**src/source/fetch_stage.sv**
```systemverilog
`timescale 1ns/1ns

module fetch_stage #(
    parameter int IMEM_DEPTH = 64
) (
    input  logic                          clk,
    input  logic                          rst,
    input  logic                          stall,
    input  logic                          flush,
    input  logic [63:0]                   redirect_pc,
    input  logic                          imem_we,
    input  logic [$clog2(IMEM_DEPTH)-1:0] imem_addr,
    input  logic [31:0]                   imem_data,
    output logic [31:0]                   id_inst,
    output logic [63:0]                   id_pc,
    output logic                          id_valid
);
    logic [31:0] imem [IMEM_DEPTH];
    logic [63:0] pc;

    // loaded by the host while rst is high.
    always_ff @(posedge clk) begin
        if (imem_we)
            imem[imem_addr] <= imem_data;
    end

    always_ff @(posedge clk) begin
        if (rst) begin
            pc       <= 64'd0;
            id_valid <= 1'b0;
        end else if (flush) begin
            pc       <= redirect_pc;  // taken branch or jal from EX.
            id_valid <= 1'b0;
        end else if (!stall) begin
            pc       <= pc + 64'd4;
            id_valid <= 1'b1;
        end
    end

    // IF/ID payload.
    always_ff @(posedge clk) begin
        if (!stall && !flush) begin
            id_inst <= imem[pc[2 +: $clog2(IMEM_DEPTH)]];
            id_pc   <= pc;
        end
    end

    // control must never freeze and redirect in the same edge.
    assert property (@(posedge clk) disable iff (rst) !(stall && flush));

endmodule

```
**config.mk**
```make
export PLATFORM = sky130hd
export DESIGN_NAME = fetch_stage
export DESIGN_NICKNAME = d
export VERILOG_FILES = /design/src/source/fetch_stage.sv
export SDC_FILE = /design/constraint.sdc
export NUM_CORES = 2
export LEC_CHECK = 0
export ABC_AREA = 1
export BUFFER_PORTS_ARGS = -buffer_cell sky130_fd_sc_hd__buf_2
export CAP_MARGIN = 20
export CORE_MARGIN = 2
export CORE_UTILIZATION = 35
export CTS_CLUSTER_SIZE = 25
export DETAILED_ROUTE_END_ITERATION = 16
export SLEW_MARGIN = 20
export SYNTH_ARGS = -nofsm -noshare
export SYNTH_HDL_FRONTEND = slang
export SYNTH_SLANG_ARGS = --single-unit
```
**constraint.sdc**
```tcl
create_clock -name clk -period 5.3 [get_ports clk]
set_input_delay 1.06 -clock clk [delete_from_list [all_inputs] [get_ports clk]]
set_output_delay 1.06 -clock clk [all_outputs]
set_load 0.02 [all_outputs]
```
==> After elaboration in Yosys (flattened, before gate mapping) <==
Memory sizes are Yosys's and may differ from the RTL's. A register that Yosys moved wholly into a read port is not among the register bits.
Cells that the tools add are included.
Widths: inputs -> output; s select.
{ "op_classes": {"n_addsub": 1, "mul": 0, "div_mod_pow": 0, "order_cmp": 0, "eq_ne": 1, "shift": 0, "muxes": 4, "n_bitwise": 0, "n_reduce_logical": 4} }
{ "op_table": {"columns": ["op", "count"], "rows": [
  ["$mux 64", 2],
  ["$add 64x3->64 const B", 1],
  ["$logic_not 1->1", 2],
  ["$mux 1", 2],
  ["$ne 2x1->1 const B", 1],
  ["$reduce_or 2->1", 1],
  ["$logic_and 1x1->1", 1]
]} }
{ "word_totals": {"regBits": 129, "latchBits": 0, "ram_bits": 2048, "rom_bits": 0, "inputBits": 107, "output_inout_bits": 97, "elab_cells": 14, "n_memories": 1} }
{ "memory_table": {"columns": ["name", "words", "word_bits", "rd", "rd_clocked_by_memory_dff", "wr", "line", "source"], "rows": [
  ["imem", 64, 32, 1, 1, 1, "18", "logic [31:0] imem [IMEM_DEPTH];"]
]} }

==> Depth between registers and ports, before layout <==
{ "depth": {"word_depth": 3, "ltp_mapped": 15, "ltp_nobuf": 12} }

==> Least setup slack after synthesis <==
No wires, ideal clock.
{ "synth_timing": {"path_kind": "input -> register", "start": "input imem_we", "end": "memory imem[48][0] (enable)", "setup_ns": 0.502, "arrival_ns": 4.688, "t_required_ns": 4.798, "setup_slack_ns": 0.110, "stages": 3, "path_buffers": 1, "path_cell_list": "clkbuf_1 -> nand4_1 -> nor4_1"} }
{ "synth_between": {"elab_chain_cells": 2} }
{ "synth_lines": {"columns": ["element", "line", "source"], "rows": [
  ["start, declared", "11", "input logic imem_we,"],
  ["$mux 1", "23", "if (imem_we)"],
  ["$mux 1 (implied by the code)", "24", "imem[imem_addr] <= imem_data;"],
  ["end, declared", "18", null]
]} }
No other way between the ends.

==> reports/qor.yml <==
status: "finished, final reports clean"
core_area_um2: 254200
synth_cell_types: 31
slew_headroom_pct: 21.92
worstHoldPathCells: 0
critical_path_class: "flop to flop"
arrival_ns: 4.12
critPathMaxFanout: 132
cp_num_buf_inv: 2
end_kind: "flop"
finClkSkew_ns: 0.02868
fillers: 23810
syn_to_final_growth_pct: 13.51
holdCritPathClass: "flop to flop"
fp.dieW_um: 509.8
h-tree-depth: 4
io_pins: 204
cp_top_family: "buffers and inverters"
peakVddDrop_mv: 0.3753
ys_seq_area_share_pct: 73.35
syn_nets: 7742
clk_latency_ns: 0.88
rsz0062_at_grt: "false"
die-height_um: 509.8
drive_above_1_share_pct: 9.894
drt_iter0_drc: 6964
min_to: "id_pc[1]"
first_global_vias: 55420
grt_max_degree: 208
syn_inst: 7634
dp_hpwl_mm: 151.4
required_ns: 5.96
startpoint_type: "flop"
fmaxAchievable_ghz: 0.2886
gp_congestion: 0.9326
ys_ff_latch: 2209
cts_buffers: 219
reg2regPathDepth: 8
ys_warn_count: 0
cp.depth: 8
rows: 185
hold_viol_final: 0
finalSetupTns_ns: 0
drv_slew: 0
tightest_slew_ns: 1.171
design.die.area_um2: 259900
mostFrequentLayoutCells: "edfxtp_1, nor2_1, o21ai_0"
grt_pass1_wl_mm: 375.8
synth.avg_cell_area_um2: 11.73
holdCritStartpoint: "pc[1]"
min_period_over_period_pct: 65.38
ant_nets: 0
cp_slowest_cell: "dfxtp_4"
wl_per_cell_um: 22.98
power.leakage_nw: 33.80
vias: 59090
cts.path.max_buffers: 3
max_stage_delay_ns: 0.80
grt_overflow: 0
r2r_start: "pc[3]"
post_cts_buffers: 0
syn_area_um2: 89540
r2r-end: "id_inst[18]"
cts_tree: "done"
start_util_pct: 35.23
path_cells: "buf_12, buf_4, o21ai_0, o22ai_1, nand2_1, nand3_1, nand3_1, nand2_1"
layout.nets: 7848
viasPerCell: 5.231
min_period_ns: 3.465
drt_wl_total_mm: 259.5
r2r_slack_ns: 1.83
io_buffers: 203
dr.pass1.iters: 6
holdBufCountCts: 0
clock-sinks: 2209
drc: 0
cts.reportedPaths.clkPinSlew_ns: 0.06
drv_cap: 0
antenna_found_initial: 17
layout_commonest_cell: "edfxtp_1"
powerDensity_nw_per_um2: 368.8
setup_ws_ns: 1.835
cts_root_buf: "clkbuf_16"
setup_viol: 0
cts_resized: 0
place_ws_ns: 1.590
grt_usage_pct: 19.44
==> Yosys cell counts <==
| cell type | n | area, um2 |
|---|---|---|
| or2_2 | 27 | 168.9 |
| nand3_2 | 1 | 10.01 |
| o21ai_0 | 982 | 4915 |
| nor3_1 | 1 | 5.000 |
| buf_4 | 39 | 292.8 |
| nand4_1 | 23 | 143.9 |
| xor2_1 | 24 | 210.2 |
| xnor2_1 | 3 | 26.28 |
| buf_1 | 44 | 165.2 |
| nor4_1 | 8 | 50.05 |
| clkbuf_1 | 231 | 867.1 |
| nand2_2 | 3 | 18.77 |
| nor2_4 | 1 | 11.26 |
| ha_1 | 1 | 12.51 |
| o211ai_1 | 190 | 1426 |
| o21ai_1 | 181 | 905.9 |
| a31oi_1 | 18 | 112.6 |
| nand2_1 | 959 | 3600 |
| nor2_2 | 5 | 31.28 |
| edfxtp_1 | 2144 | 64380 |
| o22ai_1 | 29 | 181.4 |
| buf_6 | 4 | 45.04 |
| a21oi_1 | 108 | 540.5 |
| clkbuf_2 | 1 | 5.000 |
| clkinv_1 | 14 | 52.55 |
| nand3_1 | 325 | 1627 |
| nor2_1 | 1863 | 6993 |
| dfxtp_1 | 65 | 1301 |
| inv_2 | 28 | 105.1 |
| inv_1 | 177 | 664.4 |
| buf_2 | 135 | 675.7 |
==> metrics by stage <==
step / hold WS (ns) / std cells / cell area, um2 / power (W) / utilization [%]
global placement: 0.4083 / 10880 / 94460 / 0.02258 / 37.17
detailed placement: 0.4222 / 10880 / 94480 / 0.02263 / 37.17
finish: 0.4368 / 11300 / 101600 / 0.03748 / 39.99
floorplan: 0.4030 / 7634 / 89540 / 0.02133 / -
CTS: 0.3940 / 11280 / 101500 / 0.03767 / 39.92
global route: 0.4418 / 11290 / 101600 / 0.03858 / 39.99
==> report_power, final <==
part / internal (W) / total, W / switching (W)
combinational: 0.000670 / 0.00278 / 0.00211
sequential: 0.0194 / 0.0195 / 0.000140
clock: 0.00846 / 0.0152 / 0.00674
total: 0.0285 / 0.0375 / 0.00899
==> worst max path at each step <==
stage / slack (ns) / from / to
final: 1.83 / pc[3] / id_inst[18]
after global routing: 1.72 / pc[2] / id_inst[9]
after CTS: 1.88 / pc[3] / id_inst[18]
after detailed placement: 1.59 / imem_addr[5] / imem[26][16]
after global placement: 1.62 / imem_addr[5] / imem[26][3]
after floorplan: 0.11 / imem_we / imem[48][0]
==> flip-flops by register name (all words and copies together) (netlist names) <==
register  flops
pc           64
id_inst      32
imem       2048
id_pc        64
id_valid      1
==> final cells by class <==
type / instances / area, um2 / area share (%)
antenna: 6 / 15.01 / 0.01477
clock buffer: 260 / 5655 / 5.564
clock inverter: 145 / 1326 / 1.305
inverter: 219 / 849.6 / 0.8358
multi-input combinational: 4752 / 21480 / 21.13
sequential: 2209 / 65700 / 64.63
tap: 3366 / 4212 / 4.144
timing repair buffer: 339 / 2410 / 2.371
==> logic make-up after synthesis <==
logic type               after synthesis  synth area share [%]
AND/OR/NAND/NOR                     3216                 14.14
flip-flops                          2209                 73.35
AO/OA/AOI/OAI                       1508                 9.025
buffers and inverters                673                 3.208
XOR/XNOR                              27                0.2641
adder cells (fa/ha/maj)                1               0.01397
==> layer usage <==
| layer | routed length [um] | part of all wire, % | track usage (%) |
|---|---|---|---|
| met3 | 19830 | 7.6 | 2.684 |
| met2 | 118500 | 46 | 30.15 |
| met4 | 10500 | 4.0 | 7.843 |
| met1 | 110700 | 43 | 27.55 |
| met5 | 0 | 0 | 0 |
No activity file was read; power rests on OpenSTA's default activity.
