$ cat src/source/core_pkg.sv
package core_pkg;

    parameter int XLEN = 64;
    parameter logic [11:0] CSR_MINSTRET = 12'hB02;

    // major opcodes of the supported subset.
    typedef enum logic [6:0] {
        OP     = 7'b0110011,
        OP_IMM = 7'b0010011,
        LOAD   = 7'b0000011,
        STORE  = 7'b0100011,
        BRANCH = 7'b1100011,
        JAL    = 7'b1101111,
        SYSTEM = 7'b1110011
    } opcode_e;

    typedef enum logic [2:0] {ALU_ADD, ALU_SUB, ALU_AND, ALU_OR, ALU_XOR, ALU_PASSB} alu_op_e;

    typedef enum logic [1:0] {WB_ALU, WB_MEM, WB_PC4, WB_CSR} wb_sel_e;

    typedef enum logic [1:0] {ST_RUN, ST_DRAIN, ST_ISSUE} ctrl_state_e;

    typedef struct packed {
        logic            valid;
        logic [XLEN-1:0] pc;
        logic [4:0]      rs1;   // zero when not read.
        logic [4:0]      rs2;
        logic [4:0]      rd;    // zero when not written.
        logic [XLEN-1:0] imm;
        alu_op_e         alu_op;
        logic            use_imm;
        wb_sel_e         wb_sel;
        logic            reg_write;
        logic            mem_read;
        logic            mem_write;
        logic            is_branch;
        logic            is_jal;
    } id_ex_t;

    typedef struct packed {
        logic            valid;
        logic [XLEN-1:0] pc;
        logic [4:0]      rd;
        logic [XLEN-1:0] alu_res;
        logic [XLEN-1:0] store_data;
        wb_sel_e         wb_sel;
        logic            reg_write;
        logic            mem_read;
        logic            mem_write;
    } ex_mw_t;

    typedef struct packed {
        logic            valid;
        logic [XLEN-1:0] pc;
        logic [4:0]      rd;
        logic            reg_write;
        logic [XLEN-1:0] data;
    } commit_t;

endpackage

$ cat src/source/exec_stage.sv
`timescale 1ns/1ns

module exec_stage (
    input  logic                      clk,
    input  logic                      rst,
    input  logic                      bubble,
    input  logic                      flush,
    input  core_pkg::id_ex_t          id_dec,
    input  logic [core_pkg::XLEN-1:0] rs1_data,
    input  logic [core_pkg::XLEN-1:0] rs2_data,
    input  logic                      mw_fwd_we,
    input  logic [4:0]                mw_fwd_rd,
    input  logic [core_pkg::XLEN-1:0] mw_fwd_data,
    output core_pkg::ex_mw_t          ex_mw,
    output logic                      taken,
    output logic [core_pkg::XLEN-1:0] redirect_pc,
    output logic [4:0]                ex_load_rd,
    output logic                      ex_load_valid
);
    import core_pkg::*;

    id_ex_t ex_q;
    logic [XLEN-1:0] rs1_q, rs2_q;
    logic [XLEN-1:0] op_a, op_b, alu_b, alu_res;

    // ID/EX register.
    always_ff @(posedge clk) begin
        if (rst) begin
            ex_q <= '0;
        end else begin
            ex_q <= id_dec;
            ex_q.valid <= id_dec.valid && !bubble && !flush;
        end
        rs1_q <= rs1_data;
        rs2_q <= rs2_data;
    end

    // forward the instruction now in MW.
    assign op_a = (mw_fwd_we && mw_fwd_rd != 5'd0 && mw_fwd_rd == ex_q.rs1) ? mw_fwd_data : rs1_q;
    assign op_b = (mw_fwd_we && mw_fwd_rd != 5'd0 && mw_fwd_rd == ex_q.rs2) ? mw_fwd_data : rs2_q;
    assign alu_b = ex_q.use_imm ? ex_q.imm : op_b;

    always_comb begin
        case (ex_q.alu_op)
            ALU_SUB: alu_res = op_a - alu_b;
            ALU_AND: alu_res = op_a & alu_b;
            ALU_OR: alu_res = op_a | alu_b;
            ALU_XOR: alu_res = op_a ^ alu_b;
            ALU_PASSB: alu_res = alu_b;
            default: alu_res = op_a + alu_b;
        endcase
    end

    assign taken = ex_q.valid && (ex_q.is_jal || (ex_q.is_branch && op_a == op_b));
    assign redirect_pc = ex_q.pc + ex_q.imm;
    assign ex_load_valid = ex_q.valid && ex_q.mem_read;
    assign ex_load_rd = ex_q.rd;

    // EX/MW register.
    always_ff @(posedge clk) begin
        if (rst) begin
            ex_mw <= '0;
        end else begin
            ex_mw.valid <= ex_q.valid;
            ex_mw.pc <= ex_q.pc;
            ex_mw.rd <= ex_q.rd;
            ex_mw.alu_res <= alu_res;
            ex_mw.store_data <= op_b;
            ex_mw.wb_sel <= ex_q.wb_sel;
            ex_mw.reg_write <= ex_q.reg_write;
            ex_mw.mem_read <= ex_q.mem_read;
            ex_mw.mem_write <= ex_q.mem_write;
        end
    end

    // the flush empties EX behind a redirect.
    assert property (@(posedge clk) disable iff (rst) taken |=> !ex_q.valid);

endmodule

$ cat config.mk
export PLATFORM = sky130hd
export DESIGN_NAME = exec_stage
export DESIGN_NICKNAME = d
export VERILOG_FILES = /design/src/source/core_pkg.sv /design/src/source/exec_stage.sv
export SDC_FILE = /design/constraint.sdc
export NUM_CORES = 1
export LEC_CHECK = 0
export ABC_AREA = 1
export BUFFER_PORTS_ARGS = -buffer_cell sky130_fd_sc_hd__buf_4
export CAP_MARGIN = 10
export CORE_AREA = 2 2 247 249
export CTS_CLUSTER_DIAMETER = 120
export DETAILED_ROUTE_END_ITERATION = 6
export DIE_AREA = 0 0 249 251
export PLACE_DENSITY = 0.79
export SYNTH_ARGS = -nofsm -noshare
export SYNTH_HDL_FRONTEND = slang
export SYNTH_SLANG_ARGS = --single-unit
$ cat constraint.sdc
create_clock -name clk -period 5.8 [get_ports clk]
set_input_delay 1.16 -clock clk [delete_from_list [all_inputs] [get_ports clk]]
set_output_delay 1.16 -clock clk [all_outputs]
set_load 0.01 [all_outputs]
# Word level (Yosys, flattened, before mapping)
# Cells that the tools add are included.
# word_totals
regBits	486
latchBits	0
mem_bits_rw	0
rom_bits	0
inputBits	357
output_inout_bits	274
mem_count	0
# classes
add_sub_neg	3
n_mul	0
div	0
order_cmp	0
eq_ne	8
n_shift	0
muxes	4
bitwise	3
n_reduce_logical	12
# ops
operator	count
one-hot mux 64 bit (5 select lines)	1
two-way mux 64 bit	3
adder 64 bit	2
AND 64 bit	1
equality test 64 bit	1
bitwise OR 64 bit	1
subtractor 64 bit	1
XOR 64 bit	1
equality test 5 bit	2
logical AND 1 bit	8
equality test 3 x 2 -> 1 bit (second input constant)	2
equality test 3 bit (second input constant)	2
nonzero test 5 bit	1
equality test 3 x 1 -> 1 bit (second input constant)	1
zero test 1 bit	2
logical OR 1 bit	1

# Logic depth before layout (Yosys ltp)
# depth
word_depth	8
mapped_depth	39
ltp_nobuf	38

# Least setup slack after synthesis
# No wires, ideal clock.
# synth_timing
kind	input -> register
startpoint	input mw_fwd_rd[0]
endpoint	register ex_mw[124] (netlist bit)
arrival_ps	5206
required_time_ps	5729
setup_slack_ps	524
stages	33
path_buffers	1
path_cell_list	xnor2_1 -> nand2_1 -> nor2_4 -> nand3_4 -> buf_6 -> nand2_1 -> nand3_1 -> nand2_1 -> ha_1 -> nand3_4 -> inv_2 -> nand2_2 -> nor2_4 -> nand3_2 -> nor2_4 -> inv_2 -> o21ai_2 -> o21ai_1 -> xor2_1 -> ha_1 -> nand2_1 -> nor2_1 -> nand2_1 -> nor4_1 -> nand2_1 -> nand2_1 -> nand3_1 -> o21ai_0 -> nand3_1 -> nand2_1 -> xor2_1 -> nand2_1 -> a21oi_1
# synth_via
elab_chain_cells	7
# synth_lines
element	line	text
start: declaration	exec_stage.sv:12	input logic [4:0] mw_fwd_rd,
nonzero test 5 bit	exec_stage.sv:39, exec_stage.sv:40	
logical AND 1 bit	exec_stage.sv:39, exec_stage.sv:40	
logical AND 1 bit	exec_stage.sv:40	assign op_b = (mw_fwd_we && mw_fwd_rd != 5'd0 && mw_fwd_rd == ex_q.rs2) ? mw_fwd_data : rs2_q;
two-way mux 64 bit	exec_stage.sv:40	
two-way mux 64 bit	exec_stage.sv:41	assign alu_b = ex_q.use_imm ? ex_q.imm : op_b;
adder 64 bit (tied with other cells)	exec_stage.sv:50	default: alu_res = op_a + alu_b;
one-hot mux 64 bit (5 select lines) *	exec_stage.sv:44	case (ex_q.alu_op)
end: declaration	exec_stage.sv:14	output core_pkg::ex_mw_t ex_mw,
# Every way passes the cells marked *; elsewhere a longest branch is shown, timed or not.
# A chain may end at the register's enable or synchronous reset.

# Final worst setup path
# layout_timing
startpoint	register ex_q[11] (netlist bit)
endpoint	output redirect_pc[36] (netlist bit)
# layout_via
elab_chain_cells	1
# layout_lines
element	line	text
start: declaration	exec_stage.sv:22	id_ex_t ex_q;
start signal: assignment	exec_stage.sv:31	ex_q <= id_dec;
adder 64 bit	exec_stage.sv:55	assign redirect_pc = ex_q.pc + ex_q.imm;
end: declaration	exec_stage.sv:16	output logic [core_pkg::XLEN-1:0] redirect_pc,
# Every way passes these cells.

==> results by stage <==
Cells and area:
- In the final layout, the share of cells above drive strength 1 is 0.243.
- Leaving out fill and tap cells, the most frequent cell in the layout is sky130_fd_sc_hd__buf_4.
- For this run, the number of standard cells in the final layout without fillers is 6286.
- Leaving out fill and tap cells, the most frequent cells in the layout are sky130_fd_sc_hd__buf_4, sky130_fd_sc_hd__nand2_1, sky130_fd_sc_hd__inv_1.
- Compared with the post-synthesis result, the final layout area differs by 35.3%.
- The final net count is 6056.

Drt:
- The final routed wire length divided by cell count is 22.1 µm.
- In this run the remaining antenna-violating nets after routing total 0.
- The number of optimization iterations in the first detailed-route pass is 7.
- The final layout contains routed wiring with a total length of 139000 µm.
- The routed layout has 34300 vias.
- The detailed-route DRC error count is 1.
- The number of vias per cell is 5.46.
- After the first detailed-routing iteration, the DRC count stood at 3932.

Yosys:
- The synthesized-area fraction occupied by ao, oa, aoi and oai cells came to 0.138.
- The cell count after synthesis is 4412.
- In this run, synthesis produced a sequential element count of 486.
- The number of warnings reported in the yosys synthesis log is 0.
- The synthesized-area fraction occupied by adder cells is 0.107.
- The fraction of the mapped netlist area in simple logic gates is 0.252.
- The cell area that synthesis handed to floorplanning was 30200 µm².
- The synthesized design contains 0 enable-type register cells.
- When the netlist entered floorplanning its net count stood at 5026.
- The synthesized design spends more area on one cell type than any other, namely sky130_fd_sc_hd__dfxtp_1.
- The sequential share of the synthesized area is 0.322.
- Dividing the synthesized area by the synthesized cell count gives 6.85 µm².
- Of the post-synthesis cell area, the part taken by muxes is 0.
- The share of flip-flops with an asynchronous set or reset after synthesis is 0.
- The number of different library cells in the post-synthesis netlist is 58.
- The area share of the largest cell type after synthesis is 0.322.
- By area the synthesized netlist is led by sky130_fd_sc_hd__dfxtp_1, sky130_fd_sc_hd__ha_1, sky130_fd_sc_hd__nand2_1, sky130_fd_sc_hd__inv_1, sky130_fd_sc_hd__nor2_1.
- The main combinational cell family by area after synthesis is simple AND/OR/NAND/NOR gates.
- Among all flip-flop cells after synthesis, the most frequent one is sky130_fd_sc_hd__dfxtp_1.
- The synthesized-area fraction occupied by xor and xnor cells is 0.0550.

Hold path:
- The worst hold path belongs to the class flop to flop.
- The endpoint with the worst hold slack is ex_mw[2]$_SDFF_PP0_.
- The hold path depth is 2.
- The startpoint identified for the worst hold timing path is ex_q[4]$_SDFF_PP0_.

Global route:
- The first-pass GRT wire length is 199000 µm.
- The overall overflow remaining after global route is 0.
- The number of antenna violations at the first check in global routing was 27.
- The global-route usage over all layers is 0.426.
- Entering global routing, the biggest net connects 170 pins.
- The number of global-route vias before repair was 31900.

Timing:
- The maximum clock rate is 178 MHz.
- For the pin with the worst max-slew slack, the measured transition is 1150 ps.
- Subtracting the final worst setup slack from the clock period gives 5620 ps.
- The relative slew slack is 0.223.
- Setup repair after global routing left no endpoint under its margin.
- The number of failing hold endpoints at the final stage was 0.
- For the final routed database, the setup TNS stands at 0 ps.
- The final-report setup violation count is 0.
- The tightest hold path in the finished design has a slack of 399 ps.
- The total count of max-transition violations in the final report came to 0.
- The final clock skew is 34.1 ps.
- The share of the cycle needed by the critical path after routing is 0.970.

Worst setup path:
- The critical path's top delay family is compound AO/OA/AOI/OAI gates.
- In this design, the stage delay of the slowest critical-path cell is 460 ps.
- The slowest stage of the critical path belongs to the cell sky130_fd_sc_hd__o21ai_0.
- At the worst endpoint, the required time is 4640 ps.
- The worst reg2reg path depth is 32.
- The worst register-to-register path ends at ex_mw[131]$_SDFF_PP0_.
- STA classifies the critical path endpoint as a primary output.
- The launching point of the worst reg2reg path is ex_q[82]$_SDFF_PP0_.
- The critical path contains buffers and inverters numbering 3 combined.
- The element type at the critical path start is a flop.
- In this run the worst setup path begins at ex_q[11]$_SDFF_PP0_.
- The largest fanout of any net on the critical path is 4.
- The data arrival at the endpoint of the critical path is 4460 ps.
- The reg2reg setup slack is 530 ps.
- The critical path goes through ha_1 -> inv_1 -> fa_1 -> inv_1 -> nand3_1 -> nand2_1 -> a21oi_1 -> o21ai_1 -> a21boi_0 -> o21ai_0 -> a21o_1 -> a21boi_0 -> o21ai_0 -> xor2_1 -> buf_4.
- The setup path with the least slack is of type flop to primary output.

Floorplan:
- The die boundary width is 249 µm.
- For this configuration, the core starts out at a cell density of 0.506.
- In this run the core area contains 90 standard-cell rows.
- The floorplan step defined a core boundary enclosing 59800 µm².
- The floorplan step set the die height to 251 µm.
- The total I/O pin count is 631.
- The die covers 62500 µm².

Pwr:
- In this run the static leakage power is 22.3 nW.
- The sequential share of power is 0.340.
- The power density of the placed cells is 265 nW/µm².
- Of the total power, the clock network draws 0.336.
- The total internal power is 7.17 mW.
- Of the total power, the share spent switching nets is 0.339.
- The power after layout is 10.9 mW.
- The share of total power dissipated in combinational logic is 0.324.
- IR analysis of the VDD net gives a maximum drop of 0.000270 V.
- The net switching power is 3.68 mW.

Clock network:
- The clock-pin transition on the worst setup and hold timing paths is 70 ps.
- The clock latency at the later pin of the worst-skew pair is 640 ps.
- The CTS tree is built.
- The deepest level of the CTS H-tree is 2.
- Hold repair after CTS inserted 0 buffers.
- TritonCTS created 53 clock buffers.
- For this design, the sink count on the clock tree is 486.
- The cell at the root of the clock tree is sky130_fd_sc_hd__clkbuf_16.
- The maximum root-to-sink buffer count is 3.

Outcome:
- The final reports fail on design-rule violations.
- The flow ran to the end, but the final reports show violations.

Placed design:
- The final RePlAce weighted congestion is 1.08.
- Summed over all nets, the half-perimeter wirelength after detailed placement is 115000 µm.
- In this run the tool buffered the top-level ports with 630 buffer cells.
- Once placement completed, the tool counted placed cells totaling 6167.

Job:
- Across the run, the number of max-cap violations was 0.
## cells by family after synthesis
group	Yosys count
and+or+nand+nor	1800
buffers and inverters	968
AOI/OAI and AO/OA	711
DFF	486
adders and majority gates	257
xor gates and xnor gates	190
## worst max-delay path by stage
stage,slack [ps],cells after the start,end
2_1_floorplan,520,33,ex_mw[124]$_SDFF_PP0_
3_3_place_gp,-250,32,ex_mw[131]$_SDFF_PP0_
3_5_place_dp,-300,33,ex_mw[131]$_SDFF_PP0_
4_1_cts,70,15,redirect_pc[36]
5_1_grt,2,27,ex_mw[95]$_SDFF_PP0_
6_report,180,15,redirect_pc[36]
## cell usage after synthesis (25+ instances only)
| cell type | number |
|---|---|
| sky130_fd_sc_hd__o21a_1 | 31 |
| sky130_fd_sc_hd__nand2_2 | 36 |
| sky130_fd_sc_hd__nand3_1 | 117 |
| sky130_fd_sc_hd__xnor2_1 | 40 |
| sky130_fd_sc_hd__o21ai_1 | 38 |
| sky130_fd_sc_hd__nand2_1 | 805 |
| sky130_fd_sc_hd__a31oi_1 | 80 |
| sky130_fd_sc_hd__nand4_1 | 87 |
| sky130_fd_sc_hd__dfxtp_1 | 486 |
| sky130_fd_sc_hd__xor2_1 | 150 |
| sky130_fd_sc_hd__inv_2 | 25 |
| sky130_fd_sc_hd__inv_1 | 804 |
| sky130_fd_sc_hd__nor2_1 | 646 |
| sky130_fd_sc_hd__clkbuf_1 | 81 |
| sky130_fd_sc_hd__a21oi_1 | 229 |
| sky130_fd_sc_hd__ha_1 | 255 |
| sky130_fd_sc_hd__nor3_1 | 35 |
| sky130_fd_sc_hd__o21ai_0 | 189 |
| sky130_fd_sc_hd__a221oi_1 | 41 |
## state kept, by name, summed over array words and instances (netlist names)
register,cells
ex_mw,203
ex_q,150
rs1_q,64
rs2_q,64
ex_load_rd,5
## per-stage QoR
| step | cell area, µm² | setup WS, ps | util |
|---|---|---|---|
| after CTS | 40800 | 67.8 | 0.683 |
| after detailed placement | 38900 | -299 | 0.651 |
| after global placement | 38900 | -250 | 0.651 |
| final | 40900 | 176 | 0.684 |
| after global routing | 40900 | 1.93 | 0.684 |
| after floorplan | 30200 | 524 | - |
## metal layers
layer  wire, µm  global-route usage  share of wire
met1      55500               0.555           0.40
met2      60100               0.658           0.43
met3      15700               0.104           0.11
met4       7440               0.215          0.054
met5        136                   0        0.00098
## worst reg2reg max path: cells and delay by family (launching register included)
family / cells / cell delay, ps
compound gates: 3 / 490
xor+xnor: 2 / 420
fa+ha+maj: 1 / 430
buf+inv: 4 / 710
flops: 1 / 430
simple gates: 22 / 2650
## power groups by stage
stage / clock network (mW) / logic, mW / registers (mW)
5_1_grt: 3.78 / 3.76 / 3.70
3_3_place_gp: 0 / 3.38 / 3.75
2_1_floorplan: 0 / 1.63 / 3.77
3_5_place_dp: 0 / 3.39 / 3.75
4_1_cts: 3.66 / 3.42 / 3.68
6_report: 3.65 / 3.52 / 3.69
## repair_timing
item,CTS,global route
resized for setup,0,8
setup endpoints to repair,0,12
buffers inserted,0,1
## cell type report
| type | instances | area [µm²] |
|---|---|---|
| clock inverter | 31 | 433 |
| tap | 782 | 978 |
| sequential | 486 | 9730 |
| clock buffer | 68 | 1460 |
| antenna | 18 | 45.0 |
| fill | 5242 | 18900 |
| multi-input combinational | 2958 | 16700 |
| inverter | 832 | 3120 |
| timing repair buffer | 1111 | 8420 |
Note: power is estimated with default switching activity, not from simulation.
