===== config.mk =====
export PLATFORM = sky130hd
export DESIGN_NAME = pipeline_control
export DESIGN_NICKNAME = d
export VERILOG_FILES = /design/src/source/core_pkg.sv /design/src/source/pipeline_control.sv
export SDC_FILE = /design/constraint.sdc
export NUM_CORES = 1
export LEC_CHECK = 0
export BUFFER_PORTS_ARGS = -buffer_cell sky130_fd_sc_hd__buf_2
export CAP_MARGIN = 25
export CORE_AREA = 4 4 41 43
export CTS_BUF_LIST = sky130_fd_sc_hd__clkbuf_4 sky130_fd_sc_hd__clkbuf_8 sky130_fd_sc_hd__clkbuf_16
export DETAILED_ROUTE_END_ITERATION = 10
export DIE_AREA = 0 0 45 47
export GPL_ROUTABILITY_DRIVEN = 0
export PLACE_DENSITY = 0.48
export SLEW_MARGIN = 10
export SYNTH_ARGS = -nofsm -noshare
export SYNTH_HDL_FRONTEND = slang
export SYNTH_SLANG_ARGS = --single-unit
export TNS_END_PERCENT = 5

===== constraint.sdc =====
create_clock -name clk -period 3.1 [get_ports clk]
set_input_delay 0.31 -clock clk [delete_from_list [all_inputs] [get_ports clk]]
set_output_delay 0.31 -clock clk [all_outputs]
set_load 0.1 [all_outputs]

===== src/source/core_pkg.sv =====
package core_pkg;

    parameter int XLEN = 64;
    parameter logic [11:0] CSR_MINSTRET = 12'hB02;

    // major opcodes of the supported subset.
    typedef enum logic [6:0] {
        OP     = 7'b0110011,
        OP_IMM = 7'b0010011,
        LOAD   = 7'b0000011,
        STORE  = 7'b0100011,
        BRANCH = 7'b1100011,
        JAL    = 7'b1101111,
        SYSTEM = 7'b1110011
    } opcode_e;

    typedef enum logic [2:0] {ALU_ADD, ALU_SUB, ALU_AND, ALU_OR, ALU_XOR, ALU_PASSB} alu_op_e;

    typedef enum logic [1:0] {WB_ALU, WB_MEM, WB_PC4, WB_CSR} wb_sel_e;

    typedef enum logic [1:0] {ST_RUN, ST_DRAIN, ST_ISSUE} ctrl_state_e;

    typedef struct packed {
        logic            valid;
        logic [XLEN-1:0] pc;
        logic [4:0]      rs1;   // zero when not read.
        logic [4:0]      rs2;
        logic [4:0]      rd;    // zero when not written.
        logic [XLEN-1:0] imm;
        alu_op_e         alu_op;
        logic            use_imm;
        wb_sel_e         wb_sel;
        logic            reg_write;
        logic            mem_read;
        logic            mem_write;
        logic            is_branch;
        logic            is_jal;
    } id_ex_t;

    typedef struct packed {
        logic            valid;
        logic [XLEN-1:0] pc;
        logic [4:0]      rd;
        logic [XLEN-1:0] alu_res;
        logic [XLEN-1:0] store_data;
        wb_sel_e         wb_sel;
        logic            reg_write;
        logic            mem_read;
        logic            mem_write;
    } ex_mw_t;

    typedef struct packed {
        logic            valid;
        logic [XLEN-1:0] pc;
        logic [4:0]      rd;
        logic            reg_write;
        logic [XLEN-1:0] data;
    } commit_t;

endpackage


===== src/source/pipeline_control.sv =====
`timescale 1ns/1ns

module pipeline_control (
    input  logic                    clk,
    input  logic                    rst,
    input  logic                    id_valid,
    input  logic [4:0]              id_rs1,
    input  logic [4:0]              id_rs2,
    input  logic                    csr_req,
    input  logic                    ex_load_valid,
    input  logic [4:0]              ex_load_rd,
    input  logic                    ex_busy,
    input  logic                    mw_busy,
    input  logic                    taken,
    output logic                    stall,
    output logic                    bubble,
    output logic                    flush,
    output core_pkg::ctrl_state_e   state
);
    import core_pkg::*;

    ctrl_state_e state_next;
    logic load_use;
    logic drain;

    assign load_use = id_valid && ex_load_valid && ex_load_rd != 5'd0 &&
                      (ex_load_rd == id_rs1 || ex_load_rd == id_rs2);
    // hold the CSR from the first cycle it shows up in ID.
    assign drain = state == ST_DRAIN || (state == ST_RUN && csr_req);

    assign flush = taken;
    assign stall = !taken && (load_use || drain);
    assign bubble = stall;

    always_comb begin
        state_next = state;
        if (taken) begin
            state_next = ST_RUN;  // the waiting CSR was discarded.
        end else begin
            case (state)
                ST_RUN: if (csr_req) state_next = ST_DRAIN;
                ST_DRAIN: if (!ex_busy && !mw_busy) state_next = ST_ISSUE;
                default: state_next = ST_RUN;
            endcase
        end
    end

    always_ff @(posedge clk) begin
        if (rst)
            state <= ST_RUN;
        else
            state <= state_next;
    end

    // the CSR issues into an empty pipeline.
    assert property (@(posedge clk) disable iff (rst)
        state == ST_ISSUE |-> !ex_busy && !mw_busy);

endmodule


### Word-level counts from Yosys, hierarchy flattened

Cells that the tools add are included.

* equal/unequal tests: 5
* mux-type cells: 3
* reductions and logical operators: 16

Operators by type and width (number)
* equality test 5 bit: 2
* logical AND 1 bit: 6
* nonzero test 5 bit: 1
* two-way mux 2 bit: 2
* one-hot mux 2 bit (2 select lines): 1
* logical NOT 1 bit: 3
* logical OR 1 bit: 3
* equality test 2 x 1 -> 1 bit (second input constant): 1
* logical NOT 2 bit: 1
* != test 2 x 1 -> 1 bit (second input constant): 1
* != test 2 bit (second input constant): 1
* AND reduction 2 bit: 1
* OR reduction 2 bit: 1

* register bits: 2
* input bits: 23
* output and inout port bits: 5
* logic and storage cells: 25

### Longest topological paths before layout

Gate-level depths: netlist (run 1).

* depth in word-level cells: 5
* mapped depth: 5

### Least setup slack after synthesis (run 1)

OpenSTA, ideal clock, no wires.

* kind: register -> output
* from: register state[0]
* to: output stall
* arrival: 4078 ps
* required time: 2790 ps
* setup slack: -1288 ps
* cell stages (with the launch flop): 4
* cells stage by stage: dfxtp_1 -> nor2_1 -> o32ai_1 -> buf_4

* longest elaborated chain between the ends: 5
* elaborated cells on any way between the ends: 6
* those cells by class: 1 x eq/ne; 5 x reduce/logical

RTL lines
* start, declared: line pipeline_control.sv:18 `output core_pkg::ctrl_state_e state`
* start signal, assigned: line pipeline_control.sv:52 `state <= state_next;`
* logical NOT 2 bit: line pipeline_control.sv:29 `assign drain = state == ST_DRAIN || (state == ST_RUN && csr_req);`
* logical AND 1 bit: line pipeline_control.sv:29
* logical OR 1 bit (*): line pipeline_control.sv:29
* logical OR 1 bit (*): line pipeline_control.sv:32 `assign stall = !taken && (load_use || drain);`
* logical AND 1 bit (*): line pipeline_control.sv:32
* end, declared: line pipeline_control.sv:15 `output logic stall,`

Every way passes the cells marked *; elsewhere a longest branch is shown, timed or not.

### Worst setup path after layout (run 1)

* from: input ex_load_rd[1]
* to: output stall

* longest elaborated chain between the ends: 5
* elaborated cells on any way between the ends: 8
* those cells by class: 2 x eq/ne; 6 x reduce/logical

RTL lines
* start, declared: line pipeline_control.sv:11 `input logic [4:0] ex_load_rd,`
* equality test 5 bit or nonzero test 5 bit (tied branches): line pipeline_control.sv:27, pipeline_control.sv:26
* logical OR 1 bit or logical AND 1 bit (tied branches): line pipeline_control.sv:27, pipeline_control.sv:26
* logical AND 1 bit (*): line pipeline_control.sv:26 `assign load_use = id_valid && ex_load_valid && ex_load_rd != 5'd0 &&`
* logical OR 1 bit (*): line pipeline_control.sv:32
* logical AND 1 bit (*): line pipeline_control.sv:32

Marks and branches as above.

==> results of run 1 <==
==> cell usage after synthesis (all sizes together) <==
master  number  area share (%)
nand2        2             3.3
or3          1             2.8
buf          2             6.7
nor2         6              10
dfxtp        2              18
a211oi       1             3.3
nor3         2             4.4
a22oi        1             3.3
xor2        10              39
o21ai        1             2.2
o32ai        1             3.9
or4          1             3.3
==> cell families after synthesis <==
| kind of cell | after synthesis | share of synthesized area (%) |
|---|---|---|
| xor+xnor | 10 | 38.89 |
| flops | 2 | 17.78 |
| buf+inv | 2 | 6.665 |
| compound gates | 4 | 12.78 |
| simple gates | 12 | 23.89 |
==> per-layer routing <==
metal,wire length [um],up-vias
li1,-,159
met1,211,113
met2,321,20
met3,118,0
met4,0,0
met5,0,-
==> final cells by class <==
type                       instances  share of cell area, %
clock buffer                       3                  5.556
sequential                         2                  9.877
multi-input combinational         26                  46.60
tap                               15                  4.630
timing repair buffer              27                  33.33
==> worst register-to-register path, stage by stage (launching register included) <==
cell and delay (ns):
dfxtp_1 0.32, or3_1 0.40, a211oi_1 0.20
==> power groups by stage <==
stage / Sequential (W) / Combinational [W] / Clock [W]
4_1_cts: 0.0000274 / 0.0000645 / 0.0000598
2_1_floorplan: 0.0000329 / 0.0000389 / 0
3_3_place_gp: 0.0000277 / 0.0000646 / 0
3_5_place_dp: 0.0000277 / 0.0000645 / 0
5_1_grt: 0.0000275 / 0.0000690 / 0.0000595
6_report: 0.0000274 / 0.0000635 / 0.0000561
==> metrics by stage <==
step | area [sq um] | instances
after global routing | 405.4 | 73
after CTS | 405.4 | 73
after detailed placement | 382.9 | 70
after global placement | 382.9 | 70
final | 405.4 | 73
after floorplan | 244.0 | 30
==> worst min path at each step <==
stage                            end  slack, ns  depth (start not counted)
2_1_floorplan  state[1]$_SDFFE_PP0P_       0.47                          3
3_3_place_gp   state[1]$_SDFFE_PP0P_       0.45                          2
3_5_place_dp   state[1]$_SDFFE_PP0P_       0.46                          2
4_1_cts        state[1]$_SDFFE_PP0P_       0.34                          4
5_1_grt        state[1]$_SDFFE_PP0P_       0.37                          4
6_report       state[1]$_SDFFE_PP0P_       0.34                          4
==> results.yml, run 1 <==
worst_setup_path:
  cp_cell_sequence: "buf_2 > or4_1 > o21ai_1 > o32ai_4 > buf_2"
  endpoint_kind: "primary output"
  path_common_cell: "buf_2"
  r2r_end: "state[0]$_SDFFE_PP0P_"
  slowest_stage: "or4_1"
  cp.buffers_inverters: 2
  critical_path_class: "in2out"
  critical_path.max_fanout: 3
  cpLargestDelayFamily: "simple AND/OR/NAND/NOR gates"
  critPathCapture: "stall"
  r2r_slack_ns: 2.09
  cpPeakStageDelay_ns: 0.52
  rr_startpoint: "state[1]$_SDFFE_PP0P_"
  r2r.worst_path.cells: 2
  critPathLaunch: "ex_load_rd[1]"
  crit_arrival_ns: 1.60
  worstSetupPathDepth: 5
  cp.required_ns: 2.79
  critPathLaunchType: "input pin"
placement:
  io_buffers: 27
  pre_cts_ws_ns: 1.185
  dpl.hpwl_um: 621.9
final_layout:
  top_regs: "state x2"
  final_layout_size_suffix_gt1_share_pct: 53.45
  fin_util_pct: 31.15
  area_growth_pct: 80.00
  final_nets: 83
  num_antenna_cells: 0
  register_area_sq_um: 40.04
  largest_reg_flops: 2
  fillers: 161
  layout_common_cells: "buf_2 (27), xor2_1 (10), nor2_1 (6)"
  top_register: "state"
  mostFrequentLayoutCell: "buf_2"
  multi_input_area_sq_um: 188.9
drt:
  drc: 0
  vias: 292
  drt-total-wl_um: 650
  drt_pre_antenna_iters: 2
  antenna_left: 0
  wire_per_inst_um: 8.904
  drt_iter0_drc: 2
  vias_per_cell: 4.000
logic_synthesis:
  synth_cell_type_count: 12
  synth-seq-cells: 2
  yosysWarnings: 0
  syn_nets: 53
  syn_inst: 30
  syn_area_per_cell_sq_um: 7.507
  yosysSeqAreaShare_pct: 17.78
  synth.cell_area_sq_um: 225.2
min_path:
  hold_path_class: "in2reg"
  hp-start: "ex_busy"
pwr:
  power.net_switching_w: 0.00005532
  p_seq_share_pct: 18.6
  power_w: 0.0001469
  p_int_w: 0.00009161
  p_per_area_mw_per_mm2: 362.5
  switching_share_pct: 37.65
  p_leak_nw: 0.2080
  vdd_drop_max_mv: 0.08199
  clock_power_share_pct: 38.2
  pwr-share-comb_pct: 43.2
floorplan:
  num_rows: 13
  die_area_sq_mm: 0.002115
  start_util_pct: 17.31
  core_sq_mm: 0.001301
  die_h_um: 47
  io-pin-count: 28
  die_x_um: 45
clock_tree:
  clock_latency_ns: 0.22
  root_buffer: "clkbuf_4"
  ctsHoldBuffers: 0
  cts_resized: 0
  clkTransAtPathRegs_ns: 0.03
  cts_tree: "yes"
  cts.path.max_buffers: 2
  post-cts-setup-buffers: 0
  cts.sink_count: 2
  cts_buffers: 3
  cts_max_level: 1
sta:
  max_freq_ghz: 0.5248
  slew_viol_final: 0
  rsz0062_at_grt: "no"
  timing.final.crit_share_pct: 61.47
  setup_viol: 0
  tightest_slew_ns: 0.4856
  skew_ns: 0.0008549
  fin_crit_ns: 1.906
  setup_slack_ns: 1.195
  fin_hold_ws_ns: 0.3384
  tns_ns: 0
  relSlewSlack_pct: 67.85
  hold_violations: 0
grt:
  overflow: 0
  met2_usage_pct: 11.58
  antenna_found_initial: 0
  grt.met3_usage_pct: 3.831
  gr-max-usage-layer: "met2"
  first_global_vias: 275
  grt_pass1_wl_um: 1007
  grt.total_usage_pct: 6.935
  met1_usage_pct: 6.321
  grt_max_degree: 5
run:
  maxCapViolCount: 0
outcome:
  status: "finished clean"
(Power assumes the default switching activity.)
==> run 2: changes to the inputs <==
--- a/config.mk
+++ b/config.mk
@@ -5,6 +5,7 @@
 export SDC_FILE = /design/constraint.sdc
 export NUM_CORES = 1
 export LEC_CHECK = 0
+export ABC_AREA = 1
 export BUFFER_PORTS_ARGS = -buffer_cell sky130_fd_sc_hd__buf_2
 export CAP_MARGIN = 25
 export CORE_AREA = 4 4 41 43
@@ -12,7 +13,7 @@
 export DETAILED_ROUTE_END_ITERATION = 10
 export DIE_AREA = 0 0 45 47
 export GPL_ROUTABILITY_DRIVEN = 0
-export PLACE_DENSITY = 0.48
+export PLACE_DENSITY = 0.57
 export SLEW_MARGIN = 10
 export SYNTH_ARGS = -nofsm -noshare
 export SYNTH_HDL_FRONTEND = slang
==> constraint.sdc (replaced) <==
create_clock -name clk -period 1.7 [get_ports clk]
set_input_delay 0.17 -clock clk [delete_from_list [all_inputs] [get_ports clk]]
set_output_delay 0.17 -clock clk [all_outputs]
set_load 0.1 [all_outputs]
==> run 2 against run 1 <==
  * Register-to-register slack lost 1.2 ns
  * Sequential share of layout area shrank 0.89 points
  * Die area unchanged
  * Final cell count is 48% higher
  * Design area is 31% higher
  * Clock power grew 84%
  * Sequential power up 75%
  * Global-route usage increased by 0.72 points
  * Non-clock buffer count did not move
  * Critical path depth increased by 5
==> results.yml, run 2 <==
clock_tree:
  cts.sink_count: 2
  cts_max_level: 1
  ctsHoldBuffers: 0
  cts_tree: "yes"
  post-cts-setup-buffers: 0
  clkTransAtPathRegs_ns: 0.03
  cts_buffers: 3
  cts_resized: 0
  clock_latency_ns: 0.22
  root_buffer: "clkbuf_4"
  cts.path.max_buffers: 2
final_layout:
  area_growth_pct: 65.88
  fin_cells: 108
  top_regs: "state x2"
  fillers: 167
  top_register: "state"
  fin_util_pct: 40.67
  final_layout_size_suffix_gt1_share_pct: 40.86
  num_antenna_cells: 0
  largest_reg_flops: 2
  register_area_sq_um: 47.55
  final_nets: 118
  multi_input_area_sq_um: 219.0
  layout_common_cells: "nand2_1 (25), buf_2 (25), inv_1 (13)"
floorplan:
  die_area_sq_mm: 0.002115
  start_util_pct: 24.52
  num_rows: 13
  core_sq_mm: 0.001301
  die_x_um: 45
  die_h_um: 47
  io-pin-count: 28
grt:
  first_global_vias: 326
  overflow: 0
  grt_pass1_wl_um: 1159
  grt_max_degree: 5
  grt.total_usage_pct: 7.650
  antenna_found_initial: 0
logic_synthesis:
  synth.area.top_cells: "nand2_1 (29%), inv_1 (15%), dfxtp_1 (13%), nor2_1 (8.2%), nand3_1 (6.3%)"
  synth_ff_type: "dfxtp_1"
  syn_area_per_cell_sq_um: 4.909
  syn_nets: 88
  synth.cell_area_sq_um: 319.1
  syn_inst: 65
  synthMostInstantiatedCell: "nand2_1"
  synth-seq-cells: 2
  synth_cell_type_count: 16
  synth_top_area_cell: "nand2_1"
  async_reset_ff_share_pct: 0
  netlist.area_leader.share_pct: 29.41
  synth_edf_count: 0
  ys_top_cells_by_count: "nand2_1 (25), inv_1 (13), nor2_1 (7)"
  yosysWarnings: 0
  yosysSeqAreaShare_pct: 12.55
sta:
  relSlewSlack_pct: 67.88
  slew_viol_final: 0
  setup_viol: 0
  rsz0062_at_grt: "no"
  tns_ns: 0
  hold_violations: 0
  skew_ns: 0.002654
  fin_crit_ns: 1.355
  timing.final.crit_share_pct: 79.69
  setup_slack_ns: 0.3452
  max_freq_ghz: 0.7381
  tightest_slew_ns: 0.4851
min_path:
  hold_path_class: "in2reg"
  min_to: "state[1]$_SDFFE_PP0P_"
  min_path_cells: 2
  hp-start: "mw_busy"
placement:
  place_inst: 105
  io_buffers: 27
  pre_cts_ws_ns: 0.3352
  dpl.hpwl_um: 771.3
worst_setup_path:
  r2r_slack_ns: 0.88
  critical_path_class: "in2out"
  critPathLaunchType: "input pin"
  r2r.worst_path.cells: 4
  critical_path.max_fanout: 4
  rr_startpoint: "state[1]$_SDFFE_PP0P_"
  crit_arrival_ns: 1.18
  endpoint_kind: "primary output"
  cp.required_ns: 1.53
  r2r_end: "state[0]$_SDFFE_PP0P_"
drt:
  drt_iter0_drc: 7
  drt_pre_antenna_iters: 4
  vias_per_cell: 4.074
  drc: 0
  drt-total-wl_um: 860
  wire_per_inst_um: 7.963
  vias: 440
  antenna_left: 0
pwr:
  p_leak_nw: 0.3390
  p_per_area_mw_per_mm2: 552.8
  vdd_drop_max_mv: 0.2830
outcome:
  status: "finished clean"
run:
  maxCapViolCount: 0
==> run 2: kinds of logic (layout without fill, tap and decap cells) <==
family          after synthesis  in the layout  share of synthesized area [%]
simple gates                 40             40                          51.38
compound gates                4              4                          8.234
buf+inv                      17             45                          22.35
xor+xnor                      2              2                          5.491
flops                         2              2                          12.55
==> run 2: cell type report <==
| class | instances | share of cell area, % |
|---|---|---|
| clock buffers | 3 | 4.255 |
| inverters | 15 | 10.64 |
| multi-input cells | 46 | 41.37 |
| flip-flops and latches | 2 | 8.983 |
| well taps | 15 | 3.546 |
| repair buffers | 27 | 31.21 |
==> run 2: power by group <==
group	total, W	switching (W)	internal (W)	leakage, nW
clock network	0.000103	0.0000257	0.0000777	0.0138
registers	0.0000480	0.00000149	0.0000465	0.0178
logic	0.000141	0.0000876	0.0000535	0.307
==> run 2: worst max-delay path: stages <==
cell and delay, ns:
buf_2 0.11, inv_1 0.06, nand2_1 0.05, nand2_1 0.05, nor2_1 0.10, nand3_1 0.08
nand2_1 0.06, nand2_1 0.08, a21oi_4 0.22, buf_12 0.20
==> run 2: worst max path at each step <==
stage / from / endpoint / slack, ns / depth (start not counted)
after floorplan: state[0]$_SDFFE_PP0P_ / stall / 0.001 / 3
after global placement: ex_load_rd[3] / bubble / 0.35 / 10
after detailed placement: ex_load_rd[3] / bubble / 0.34 / 10
after CTS: ex_load_rd[3] / bubble / 0.33 / 10
after global routing: ex_load_rd[1] / bubble / 0.23 / 10
final: ex_load_rd[0] / bubble / 0.35 / 10
==> run 2: layer usage <==
| layer | up-vias | track usage (%) | wire length (um) |
|---|---|---|---|
| met2 | 14 | 11.02 | 427 |
| met4 | 0 | 5.263 | 10 |
| met5 | - | 0 | 0 |
| li1 | 246 | - | - |
| met1 | 178 | 9.729 | 366 |
| met3 | 2 | 2.299 | 56 |
==> run 2: through the flow <==
step,instance area (sq um),hold slack (ns),total power [W]
finish,529.3,0.1178,0.0002926
detailed placement,506.7,0.3453,0.0001904
global placement,506.7,0.3401,0.0001894
floorplan,350.3,0.2360,0.0001422
CTS,529.3,0.1077,0.0002995
global route,529.3,0.1128,0.0003144
